==> src/core_pkg.sv <==
`default_nettype none

package core_pkg;

    // ------------------------------
    // Datapath word

    localparam int WORD_WIDTH = 16;

    // ------------------------------
    // I/O ports with the same count on the A and B sides

    localparam int IO_PORT_COUNT    = 4;
    localparam int PORT_INDEX_WIDTH = $clog2(IO_PORT_COUNT);

    // One word per port with port 0 in the low bits
    localparam int IO_DATA_WIDTH = IO_PORT_COUNT * WORD_WIDTH;

    // ------------------------------
    // Result write address

    localparam int WRITE_ADDR_WIDTH = 12;

    // Port k sits at base plus k
    localparam logic [WRITE_ADDR_WIDTH-1:0] IO_PORT_BASE_ADDR = 12'd28;

endpackage

`default_nettype wire

==> src/harness_pkg.sv <==
`default_nettype none

package harness_pkg;

    import core_pkg::*;

    // Frame period in clocks and never shorter than either frame
    localparam int FRAME_LEN         = 176;
    localparam int FRAME_COUNT_WIDTH = $clog2(FRAME_LEN);

    // External selects, four flag groups, two read data groups
    localparam int INPUT_WIDTH = 2 + (4 * IO_PORT_COUNT) + (2 * IO_DATA_WIDTH);

    // Two write data groups, four enable groups, rb and its address
    localparam int OUTPUT_WIDTH = (2 * IO_DATA_WIDTH) + (4 * IO_PORT_COUNT)
                                + WORD_WIDTH + WRITE_ADDR_WIDTH;

endpackage

`default_nettype wire

==> src/harness_input_register.sv <==
`timescale 1ns/1ps
`default_nettype none

module harness_input_register (
    input  wire logic                               clock,
    input  wire logic                               arst_n,
    input  wire logic                               test_in,
    output logic [harness_pkg::INPUT_WIDTH-1:0]     frame,
    output logic                                    frame_strobe
);

    import harness_pkg::*;

    logic [FRAME_COUNT_WIDTH-1:0]   frame_count_q;
    logic [INPUT_WIDTH-1:0]         shift_q;
    logic [INPUT_WIDTH-1:0]         shift_next;
    logic                           last_count;

    // First bit in ends up as the MSB
    assign shift_next = {shift_q[INPUT_WIDTH-2:0], test_in};
    assign last_count = (frame_count_q == FRAME_COUNT_WIDTH'(FRAME_LEN - 1));

    // ------------------------------
    // Frame counter, strobe and shadow copy

    always_ff @(posedge clock or negedge arst_n) begin
        if (!arst_n) begin
            frame_count_q <= '0;
            frame_strobe  <= 1'b0;
            frame         <= '0;
        end else begin
            frame_strobe <= last_count;
            if (last_count) begin
                frame_count_q <= '0;
                frame         <= shift_next;
            end else begin
                frame_count_q <= frame_count_q + 1'b1;
            end
        end
    end

    // ------------------------------
    // Serial shift

    always_ff @(posedge clock) begin
        shift_q <= shift_next;
    end

    // Strobe is a single-cycle pulse once per frame
    a_strobe_single: assert property (
        @(posedge clock) disable iff (!arst_n)
        frame_strobe |=> !frame_strobe
    );

endmodule

`default_nettype wire

==> src/harness_output_register.sv <==
`timescale 1ns/1ps
`default_nettype none

module harness_output_register (
    input  wire logic                                   clock,
    input  wire logic                                   arst_n,
    input  wire logic                                   frame_strobe,
    input  wire logic [harness_pkg::OUTPUT_WIDTH-1:0]   frame,
    output logic                                        test_out
);

    import harness_pkg::*;

    logic [OUTPUT_WIDTH-1:0] shift_q;

    // ------------------------------
    // Parallel load and serial out

    always_ff @(posedge clock or negedge arst_n) begin
        if (!arst_n) begin
            shift_q <= '0;
        end else if (frame_strobe) begin
            shift_q <= frame;
        end else begin
            // Zeros trail the frame until the next load
            shift_q <= {shift_q[OUTPUT_WIDTH-2:0], 1'b0};
        end
    end

    // MSB first
    assign test_out = shift_q[OUTPUT_WIDTH-1];

endmodule

`default_nettype wire

==> src/io_port_core.sv <==
`timescale 1ns/1ps
`default_nettype none

module io_port_core (
    input  wire logic                                   clock,
    input  wire logic                                   arst_n,
    input  wire logic                                   step,

    input  wire logic                                   a_external,
    input  wire logic                                   b_external,

    input  wire logic [core_pkg::IO_PORT_COUNT-1:0]     io_read_ef_a,
    input  wire logic [core_pkg::IO_PORT_COUNT-1:0]     io_read_ef_b,
    input  wire logic [core_pkg::IO_PORT_COUNT-1:0]     io_write_ef_a,
    input  wire logic [core_pkg::IO_PORT_COUNT-1:0]     io_write_ef_b,

    input  wire logic [core_pkg::IO_DATA_WIDTH-1:0]     io_read_data_a,
    input  wire logic [core_pkg::IO_DATA_WIDTH-1:0]     io_read_data_b,
    output logic      [core_pkg::IO_DATA_WIDTH-1:0]     io_write_data_a,
    output logic      [core_pkg::IO_DATA_WIDTH-1:0]     io_write_data_b,

    output logic      [core_pkg::IO_PORT_COUNT-1:0]     io_rden_a,
    output logic      [core_pkg::IO_PORT_COUNT-1:0]     io_rden_b,
    output logic      [core_pkg::IO_PORT_COUNT-1:0]     io_wren_a,
    output logic      [core_pkg::IO_PORT_COUNT-1:0]     io_wren_b,

    output logic      [core_pkg::WORD_WIDTH-1:0]        rb,
    output logic      [core_pkg::WRITE_ADDR_WIDTH-1:0]  write_addr_rb
);

    import core_pkg::*;

    logic [PORT_INDEX_WIDTH-1:0]    port_index_q;
    logic [WORD_WIDTH-1:0]          acc_q [IO_PORT_COUNT];
    logic [WORD_WIDTH-1:0]          read_word_a;
    logic [WORD_WIDTH-1:0]          read_word_b;
    logic                           port_ready;

    logic                           step_q;
    logic                           exec_q;
    logic [PORT_INDEX_WIDTH-1:0]    exec_port_q;
    logic [WORD_WIDTH-1:0]          operand_a_q;
    logic [WORD_WIDTH-1:0]          operand_b_q;

    logic [WORD_WIDTH-1:0]          sum;
    logic [IO_PORT_COUNT-1:0]       port_onehot;
    logic                           exec_fire;

    // ------------------------------
    // Port select

    assign read_word_a = io_read_data_a[port_index_q*WORD_WIDTH +: WORD_WIDTH];
    assign read_word_b = io_read_data_b[port_index_q*WORD_WIDTH +: WORD_WIDTH];

    // Both reads have data and both writes have space
    assign port_ready = io_read_ef_a[port_index_q] & io_read_ef_b[port_index_q]
                      & io_write_ef_a[port_index_q] & io_write_ef_b[port_index_q];

    // ------------------------------
    // Stage 1 captures operands and the execute decision

    always_ff @(posedge clock or negedge arst_n) begin
        if (!arst_n) begin
            port_index_q <= '0;
            step_q       <= 1'b0;
            exec_q       <= 1'b0;
            exec_port_q  <= '0;
        end else begin
            step_q <= step;
            if (step) begin
                // Rotate even when the step stalls
                port_index_q <= port_index_q + 1'b1;
                exec_q       <= port_ready;
                exec_port_q  <= port_index_q;
            end
        end
    end

    always_ff @(posedge clock) begin
        if (step) begin
            operand_a_q <= a_external ? read_word_a : acc_q[port_index_q];
            operand_b_q <= b_external ? read_word_b : acc_q[port_index_q];
        end
    end

    // ------------------------------
    // Stage 2 registers the results

    assign sum       = operand_a_q + operand_b_q;
    assign exec_fire = step_q & exec_q;

    always_comb begin
        for (int k = 0; k < IO_PORT_COUNT; k++) begin
            port_onehot[k] = (exec_port_q == PORT_INDEX_WIDTH'(k));
        end
    end

    always_ff @(posedge clock or negedge arst_n) begin
        if (!arst_n) begin
            io_rden_a       <= '0;
            io_rden_b       <= '0;
            io_wren_a       <= '0;
            io_wren_b       <= '0;
            rb              <= '0;
            write_addr_rb   <= '0;
            io_write_data_a <= '0;
            io_write_data_b <= '0;
        end else if (step_q) begin
            // Enables held until the next step and cleared on a stall
            io_rden_a <= exec_q ? port_onehot : '0;
            io_rden_b <= exec_q ? port_onehot : '0;
            io_wren_a <= exec_q ? port_onehot : '0;
            io_wren_b <= exec_q ? port_onehot : '0;
            if (exec_q) begin
                rb            <= sum;
                write_addr_rb <= IO_PORT_BASE_ADDR
                               + {{(WRITE_ADDR_WIDTH-PORT_INDEX_WIDTH){1'b0}}, exec_port_q};
                io_write_data_a[exec_port_q*WORD_WIDTH +: WORD_WIDTH] <= sum;
                io_write_data_b[exec_port_q*WORD_WIDTH +: WORD_WIDTH] <= sum;
            end
        end
    end

    // Accumulators follow the write data of their port
    always_ff @(posedge clock or negedge arst_n) begin
        if (!arst_n) begin
            for (int k = 0; k < IO_PORT_COUNT; k++) begin
                acc_q[k] <= '0;
            end
        end else if (exec_fire) begin
            acc_q[exec_port_q] <= sum;
        end
    end

    // ------------------------------
    // Port handshake checks

    a_rden_onehot: assert property (
        @(posedge clock) disable iff (!arst_n)
        $onehot0(io_rden_a) && $onehot0(io_rden_b)
    );

    a_wren_needs_rden: assert property (
        @(posedge clock) disable iff (!arst_n)
        ((io_wren_a & ~io_rden_a) == '0) && ((io_wren_b & ~io_rden_b) == '0)
    );

endmodule

`default_nettype wire

==> src/core_harness_top.sv <==
`timescale 1ns/1ps
`default_nettype none

module core_harness_top (
    input  wire logic   clock,
    input  wire logic   arst_n,
    input  wire logic   test_in,
    output logic        test_out
);

    import core_pkg::*;
    import harness_pkg::*;

    logic [INPUT_WIDTH-1:0]         test_input;
    logic [OUTPUT_WIDTH-1:0]        test_output;
    logic                           frame_strobe;

    logic                           a_external;
    logic                           b_external;
    logic [IO_PORT_COUNT-1:0]       io_read_ef_a;
    logic [IO_PORT_COUNT-1:0]       io_read_ef_b;
    logic [IO_PORT_COUNT-1:0]       io_write_ef_a;
    logic [IO_PORT_COUNT-1:0]       io_write_ef_b;
    logic [IO_DATA_WIDTH-1:0]       io_read_data_a;
    logic [IO_DATA_WIDTH-1:0]       io_read_data_b;

    logic [IO_DATA_WIDTH-1:0]       io_write_data_a;
    logic [IO_DATA_WIDTH-1:0]       io_write_data_b;
    logic [IO_PORT_COUNT-1:0]       io_rden_a;
    logic [IO_PORT_COUNT-1:0]       io_rden_b;
    logic [IO_PORT_COUNT-1:0]       io_wren_a;
    logic [IO_PORT_COUNT-1:0]       io_wren_b;
    logic [WORD_WIDTH-1:0]          rb;
    logic [WRITE_ADDR_WIDTH-1:0]    write_addr_rb;

    // ------------------------------
    // Frame split and join with the MSB first

    assign {a_external, b_external, io_read_ef_a, io_read_ef_b,
            io_write_ef_a, io_write_ef_b, io_read_data_a, io_read_data_b} = test_input;

    assign test_output = {io_write_data_a, io_write_data_b, io_rden_a, io_rden_b,
                          io_wren_a, io_wren_b, rb, write_addr_rb};

    // ------------------------------
    // Harness registers

    harness_input_register i (
        .clock          (clock),
        .arst_n         (arst_n),
        .test_in        (test_in),
        .frame          (test_input),
        .frame_strobe   (frame_strobe)
    );

    harness_output_register o (
        .clock          (clock),
        .arst_n         (arst_n),
        .frame_strobe   (frame_strobe),
        .frame          (test_output),
        .test_out       (test_out)
    );

    // ------------------------------
    // One core step per frame

    io_port_core core0 (
        .clock              (clock),
        .arst_n             (arst_n),
        .step               (frame_strobe),
        .a_external         (a_external),
        .b_external         (b_external),
        .io_read_ef_a       (io_read_ef_a),
        .io_read_ef_b       (io_read_ef_b),
        .io_write_ef_a      (io_write_ef_a),
        .io_write_ef_b      (io_write_ef_b),
        .io_read_data_a     (io_read_data_a),
        .io_read_data_b     (io_read_data_b),
        .io_write_data_a    (io_write_data_a),
        .io_write_data_b    (io_write_data_b),
        .io_rden_a          (io_rden_a),
        .io_rden_b          (io_rden_b),
        .io_wren_a          (io_wren_a),
        .io_wren_b          (io_wren_b),
        .rb                 (rb),
        .write_addr_rb      (write_addr_rb)
    );

endmodule

`default_nettype wire

==> config.mk <==
export PLATFORM = sky130hd
export DESIGN_NAME = core_harness_top
export DESIGN_NICKNAME = d
export VERILOG_FILES = /design/src/core_pkg.sv /design/src/harness_pkg.sv /design/src/harness_input_register.sv /design/src/harness_output_register.sv /design/src/io_port_core.sv /design/src/core_harness_top.sv
export SDC_FILE = /design/constraint.sdc
export NUM_CORES = 1
export LEC_CHECK = 0
export BUFFER_PORTS_ARGS = -buffer_cell sky130_fd_sc_hd__clkbuf_2
export CORE_MARGIN = 2
export CORE_UTILIZATION = 63
export DETAILED_ROUTE_END_ITERATION = 12
export PLACE_DENSITY = 0.88
export SLEW_MARGIN = 25
export SYNTH_ARGS = -nofsm -noshare
export SYNTH_HDL_FRONTEND = slang
export SYNTH_SLANG_ARGS = --single-unit
==> constraint.sdc <==
create_clock -name clock -period 3.2 [get_ports clock]
set_input_delay 0.16 -clock clock [delete_from_list [all_inputs] [get_ports clock]]
set_output_delay 0.16 -clock clock [all_outputs]
set_load 0.02 [all_outputs]
---- After elaboration in Yosys (flattened, before gate mapping) ----
Index checks and enable logic that the tools add are counted.
word-level totals
  register bits ........................... 734
  bits in latches ......................... 0
  memory bits (writable) .................. 0
  ROM bits ................................ 0
  input port bits ......................... 3
  output and inout port bits .............. 1
  logic and storage cells ................. 67
  memories ................................ 0
cells by class
  $add $sub $neg .......................... 5
  multipliers ............................. 0
  div/mod/pow operators ................... 0
  magnitude comparators ................... 4
  equality and inequality tests ........... 4
  shift-type cells ........................ 4
  muxes and demuxes ....................... 21
  bitwise operators ....................... 6
  reductions and logical operators ........ 3
operator list
  cell                        number
  $bwmux W64                  3
  $mux W172                   1
  $shiftx A64 B7 Y16          2
  $mux W16                    5
  $shift A16 B34 Y64 const A  1
  $shiftx A16 B34 Y64         1
  $neg A6 Y34                 1
  $bmux W16 S2                1
  $demux W16 S2               1
  $add A16 B16 Y16            1
  $add A8 B1 Y8 const B       1
  $bmux W1 S2                 4
  $eq A8 B8 Y1 const B        1
  $mux W8                     1
  $add A5 B2 Y6 const A       1
  $ge A3 B3 Y1 const B        2
  $not A2 Y3                  2
  $and A1 B1 Y1               4
  $eq A2 B2 Y1 const B        2
  $mux W1                     4
  $mux W4                     1
  $lt A2 B3 Y1 const B        1
  $lt A3 B1 Y1 const B        1
  $add A2 B1 Y2 const B       1
  other kinds (4)             4

---- Depth between registers and ports, before layout ----
Gate-level depths: netlist of the first run.
  depth in word-level cells ............... 6
  mapped depth ............................ 9

---- Modules after synthesis ----
Synthesis of the first run repeated with hierarchy kept, for this count alone.
second synthesis, totals
  cells, all modules ...................... 1727
  area, all modules ....................... 25609.6 um^2
by module, submodules not included
  module                   times used  cells an instance  area each (um^2)  seq. area each (um^2)
  io_port_core             1           873                9695.5            4889.7
  harness_input_register   1           491                9223.8            6781.5
  harness_output_register  1           363                6690.2            4304.1

---- Worst setup path before layout of the first run ----
Ideal clock, no wire load.
  path type ............................... reg2reg
  from .................................... register core0.operand_b_q[4]
  to ...................................... register core0.acc_q[23] in the netlist's numbering
  data arrival time ....................... 2.219 ns
  path slack .............................. 0.839 ns
  cell stages (with the launch flop) ...... 8
  buffers on the path ..................... 0
  clock period less this slack ............ 2.361 ns
  cells stage by stage .................... edfxtp_1 -> ha_1 -> a21o_2 -> a31o_2 -> o21ai_2 -> mux2_4 -> a2111oi_4 -> o21ai_0
on the way
  longest elaborated chain between the ends .. 2
ends and longest elaborated chain
  element                          RTL line             text
  from (decl)                      io_port_core.sv:43   logic [WORD_WIDTH-1:0] operand_b_q;
  from (signal assigned)           io_port_core.sv:82   operand_b_q <= b_external ? read_word_b : acc_q[port_index_q];
  $add A16 B16 Y16                 io_port_core.sv:89   assign sum = operand_a_q + operand_b_q;
  $bwmux W64                       io_port_core.sv:131  acc_q[exec_port_q] <= sum;
  to (signal, indexed assignment)  io_port_core.sv:131
  to (decl)                        io_port_core.sv:34   logic [WORD_WIDTH-1:0] acc_q [IO_PORT_COUNT];
No other way between the ends.
A chain may end at the register's enable or synchronous reset.

---- Worst setup path after layout of the first run ----
  from .................................... register core0.operand_b_q[4]
  to ...................................... register core0.io_write_data_b[55] in the netlist's numbering
on the way
  longest elaborated chain between the ends .. 3
ends and longest elaborated chain
  element                          RTL line             text
  $add A16 B16 Y16                 io_port_core.sv:89
  $shiftx A16 B34 Y64              io_port_core.sv:119  io_write_data_b[exec_port_q*WORD_WIDTH +: WORD_WIDTH] <= sum;
  $bwmux W64                       io_port_core.sv:119
  to (signal, indexed assignment)  io_port_core.sv:119
  to (decl)                        io_port_core.sv:20   output logic [core_pkg::IO_DATA_WIDTH-1:0] io_write_data_b,
No other way between the ends.

==> flow_summary.toml, run 1 <==
[status]
status = "finished, final reports clean"

[clocking]
cts_made_buffers = 60
cts_tree = "built"
ctsHtreeMaxLevel = 2
clock-sinks = 661
clock_latency_ns = 0.63
cts_setup_buffers = 0
clockBufferDepth = 3
cts-root-buf = "clkbuf_16"
cts_resized = 0
path_clk_slew_ns = 0.07
ctsHoldBuffers = 2

[routing]
drc = 0
wl_um = 49100
vias = 14000
final_antenna_net_count = 0
first_pass_iters = 5
via_per_inst = 5.81
wl_per_cell_um = 20.4
drt_iter0_markers = 1297

[placed_design]
gp_congestion = 0.891
dpl.hpwl_um = 28600
placed_area_um2 = 24400
numPortBuffers = 3

[pwr]
power.switching_w = 0.00320
p_seq_share_pct = 53.5
comb_power_share_pct = 0.9
swShare_pct = 20.3
p_int_w = 0.0126
vdd_drop_max_uv = 527
powerDensity_nw_per_um2 = 595
power_leakage_nw = 12.0
power_w = 0.0157
clockPowerShare_pct = 45.6

[logic_synthesis]
synthArstFlopShare_pct = 73.2
seq_area_frac_synth_pct = 67.2
synth_cell_types = 52
synth_top_area_cell = "dfrtp_1"
ys_warn_count = 0
netlist_instances = 1831
synth.area.mux_share_pct = 13.9
synth_simple_gate_area_share_pct = 5.10
synth_adder_area_share_pct = 1.30
synth_top_family_by_area = "multiplexers"
synth_top_area_share_pct = 51.0
syn_nets = 1858
avgSynthCellArea_um2 = 13.0
synth_compound_area_share_pct = 7.66
synth_edf_count = 32
synth_area_um2 = 23800
synth-seq-cells = 661
synth-main-ff-cell = "dfrtp_1"
synthXorXnorAreaFrac_pct = 0.769
synthTopCellsByArea = "dfrtp_1 (51%), dfxtp_1 (12%), mux2_2 (9.2%)"

[critical_path]
endpoint_kind = "register"
startpoint_type = "register"
path_depth = 7
cp_cell_sequence = "ha_1 -> a21o_2 -> a31o_2 -> o21ai_2 -> mux2_4 -> a2111oi_4 -> o21ai_0"
critPathRequiredTime_ns = 3.67
critPathArrivalTime_ns = 3.27
cpPeakStageDelay_ns = 0.62
critical_path.max_fanout = 9
cp_slowest_cell = "a2111oi_4"
criticalPathCategory = "register to register"
cp_top_family = "compound AO/OA/AOI/OAI gates"
r2r.worst_path.cells = 7
critPathBufInv = 0

[timing]
max-slew-margin-rel_pct = 42.2
hold_viol = 0
tightest_slew_ns = 0.866
layout_min_cycle_time_ns = 2.80
rsz0062_at_grt = "false"
skew_ns = 0.0239
fmax_ghz = 0.357
setup_viol = 0
holdWs_ns = 0.112
setup_tns_ns = 0
slew_viol_final = 0
fin_crit_sh_pct = 87.5

[floorplanning]
dieArea_um2 = 39300
die_y_um = 198
start_util_pct = 63.5
die_w_um = 198
core_area_um2 = 37400
rows = 71
io_pins = 4

[run]
cap_violations = 0

[global_route]
grt_overflow = 0
grt_pass1_wl_um = 79500
grt_max_degree = 94
antenna_found_initial = 0
grt_usage_pct = 26.4
grt_pass1_vias = 15000

[final_layout]
final_cell_mix = "dfrtp_1 (481), o21ai_0 (305), nand2_1 (234)"
layout-drive-gt1-share_pct = 20.8
n_antenna_cell = 0
final_common_cell = "dfrtp_1"
area_growth_pct = 11.4
final_util_pct = 70.8
num-nets-final = 1873
fill_cells = 2199
final_area_um2 = 26500

[min_path]
hold_class = "input pin to async pin"
## synthesized netlist by cell type (3+ instances only)
library cell and count:
and3_1 3, edfxtp_1 32, and2_1 3, nor2_1 11, clkbuf_1 61, dfxtp_1 145, inv_1 160, nor2b_1 12
mux2_2 195, xnor2_1 8, buf_4 8, ha_1 23, nand4_1 3, nand2_1 238, nor3_1 4, a21o_1 5
buf_1 3, xor2_1 11, dfrtp_1 484, buf_2 14, nand2b_1 5, o21ai_0 305, a21oi_1 9, mux4_2 48
nand3_1 8
## sequential cells by signal (all words and copies together), names as in the netlist
name	count
core0.io_write_data_b	64
core0.write_addr_rb	3
core0.operand_a_q	16
core0.acc_q	64
core0.exec_q	1
i.frame_count_q	8
core0.step_q	1
core0.exec_port_q	2
core0.io_rden_a	4
core0.port_index_q	2
i.frame	146
o.shift_q	172
core0.rb	16
i.shift_q	145
i.frame_strobe	1
core0.operand_b_q	16
## layer usage
| layer | vias to the layer above | track usage, % | wire [um] |
|---|---|---|---|
| met2 | 488 | 43.0 | 24200 |
| met4 | 0 | 13.8 | 2530 |
| li1 | 6190 | - | - |
| met5 | - | 0 | 0 |
| met1 | 7156 | 33.9 | 19300 |
| met3 | 149 | 5.30 | 3160 |
## logic make-up (layout without fill, tap and decap cells)
logic type / count (synthesis) / count (layout)
AO/OA/AOI/OAI: 341 / 341
XOR/XNOR: 20 / 20
adder cells (fa/ha/maj): 24 / 24
buffers and inverters: 246 / 311
flip-flops: 661 / 661
multiplexers: 244 / 244
AND/OR/NAND/NOR: 295 / 295
## metrics by stage
| step | setup slack, ns | std cells |
|---|---|---|
| after global routing | 0.269 | 2407 |
| after CTS | 0.426 | 2407 |
| after global placement | 0.599 | 2293 |
| after detailed placement | 0.492 | 2293 |
| final | 0.400 | 2407 |
| after floorplan | 0.839 | 1831 |
## final cells by class
cell class / instances / area, um^2 / area share (%)
Tap cell: 511 / 639 / 2.42
Inverter: 160 / 601 / 2.27
Clock inverter: 19 / 195 / 0.737
Multi-Input combinational cell: 924 / 6830 / 25.8
Clock buffer: 93 / 1810 / 6.83
Timing Repair Buffer: 39 / 413 / 1.56
Sequential cell: 661 / 16000 / 60.4
## power groups by stage
stage | sequential (W) | clock [W] | combinational [W]
6_report | 0.00843 | 0.00718 | 0.000136
3_5_place_dp | 0.00859 | 0 | 0.000141
2_1_floorplan | 0.00858 | 0 | 0.000000494
3_3_place_gp | 0.00859 | 0 | 0.000138
5_1_grt | 0.00843 | 0.00763 | 0.000162
4_1_cts | 0.00843 | 0.00727 | 0.000144
## final timing paths
check | startpoint | to | slack, ns
setup reg to reg | core0.operand_b_q[4] | core0.io_write_data_b[55] | 0.40
setup / recovery | core0.operand_b_q[4] | core0.io_write_data_b[55] | 0.40
min in group clock | test_in | i.shift_q[0] | 0.21
max in group asynchronous | arst_n | core0.io_write_data_b[35] | 2.13
hold reg to reg | i.shift_q[32] | i.shift_q[33] | 0.33
hold / removal | arst_n | core0.acc_q[19] | 0.11
## worst register-to-register path, stage by stage, from the launching register on
cell and delay (ns):
edfxtp_1 0.38, ha_1 0.39, a21o_2 0.26, a31o_2 0.25
o21ai_2 0.20, mux2_4 0.33, a2111oi_4 0.62, o21ai_0 0.22
No activity file was read; power rests on OpenSTA's default activity.
==> inputs of run 2 (changes only) <==
- CORE_UTILIZATION: 63 -> 65
- PLACE_DENSITY: 0.88 -> 0.9
- clock period: 3.2 -> 3.3 ns (I/O delays scaled with it)
==> flow_summary.toml, run 2 (same netlist as run 1, synthesis figures left out) <==
[clocking]
clock-sinks = 661
path_clk_slew_ns = 0.07
cts_tree = "built"
clockBufferDepth = 3
ctsHtreeMaxLevel = 2
clock_latency_ns = 0.65
cts_made_buffers = 60
cts-root-buf = "clkbuf_16"

[timing]
fmax_ghz = 0.338
skew_ns = 0.0279
layout_min_cycle_time_ns = 2.96
tightest_slew_ns = 0.900
setup_viol = 0
slew_viol_final = 0
setup_tns_ns = 0
holdWs_ns = 0.109
rsz0062_at_grt = "false"
hold_viol = 0
fin_crit_sh_pct = 89.8
max-slew-margin-rel_pct = 40.0

[routing]
drc = 0
wl_per_cell_um = 21.7
via_per_inst = 6.00
vias = 14100
drt_iter0_markers = 1109
final_antenna_net_count = 0
wl_um = 51100
first_pass_iters = 6

[run]
cap_violations = 0

[final_layout]
top_register = "o.shift_q"
instances_no_fill = 2356
final_common_cell = "dfrtp_1"
largest_reg_flops = 172
n_antenna_cell = 0
layout-drive-gt1-share_pct = 20.4
area_growth_pct = 10.9
num-nets-final = 1866
final_area_um2 = 26300
final_cell_mix = "dfrtp_1 (481), o21ai_0 (305), nand2_1 (234)"
top_regs = "o.shift_q x172, i.frame x146, i.shift_q x145"

[placed_design]
placed_area_um2 = 24300
numPortBuffers = 3
gp_congestion = 0.900
dpl.hpwl_um = 29400
place_inst = 2243

[pwr]
powerDensity_nw_per_um2 = 578
vdd_drop_max_uv = 405
power_w = 0.0152
power_leakage_nw = 11.9

[critical_path]
critical_path.max_fanout = 9
startpoint_type = "register"
critPathArrivalTime_ns = 3.44
endpoint_kind = "register"
criticalPathCategory = "register to register"
critPathRequiredTime_ns = 3.78

[floorplanning]
core_area_um2 = 36300
io_pins = 4
die_w_um = 195
start_util_pct = 65.5
die_y_um = 195
dieArea_um2 = 38100
rows = 70

[global_route]
grt_overflow = 0
antenna_found_initial = 0
grt_pass1_vias = 15100
grt_max_degree = 152
grt_usage_pct = 28.3
grt_pass1_wl_um = 83200

[min_path]
hold_class = "input pin to async pin"

[status]
status = "finished, final reports clean"
## run 2: area by class of cell
| cell class | instances | area, um^2 |
|---|---|---|
| Clock buffer | 92 | 1770 |
| Inverter | 160 | 601 |
| Timing Repair Buffer | 32 | 373 |
| Fill cell | 2028 | 9910 |
| Tap cell | 468 | 586 |
| Multi-Input combinational cell | 924 | 6830 |
| Clock inverter | 19 | 204 |
| Sequential cell | 661 | 16000 |
## run 2: power by group
group	internal, W	switching (W)
combinational	0.0000199	0.000115
clock	0.00389	0.00304
sequential	0.00816	0.0000209
total	0.0121	0.00318
## run 2: worst paths after layout
kind / start / to / slack (ns) / depth (start not counted)
max: core0.operand_b_q[4] / core0.acc_q[55] / 0.34 / 7
min: arst_n / i.frame_count_q[4] / 0.11 / 2
max reg2reg: core0.operand_b_q[4] / core0.acc_q[55] / 0.34 / 7
min reg2reg: i.shift_q[125] / i.shift_q[126] / 0.33 / 0
max in group asynchronous: arst_n / o.shift_q[162] / 2.14 / 4
min in group clock: test_in / i.shift_q[0] / 0.23 / 2
## run 2: what timing repair did
item                      CTS  global route
hold endpoints to repair  116             0
setup buffers               0             0
hold buffers                2             0
resized for setup           0             0
## run 2: worst max-delay path, cell delays in order, from the launching register on
cell	delay, ns
edfxtp_1	0.41
ha_1	0.42
a21o_2	0.27
a31o_2	0.25
o21ai_2	0.18
mux2_4	0.33
a2111oi_4	0.69
o21ai_0	0.23
## run 2: metal layers
metal  wire (um)  GRT usage [%]
met2       25600           47.2
met5           0              0
met1       19900           36.4
met3        3120           5.27
met4        2510           13.2
## run 2: through the flow
stage / setup slack, ns / utilization (%)
finish: 0.338 / 72.7
detailed placement: 0.582 / 67.1
global placement: 0.680 / 67.1
floorplan: 0.939 / -
global route: 0.219 / 72.7
CTS: 0.402 / 72.6
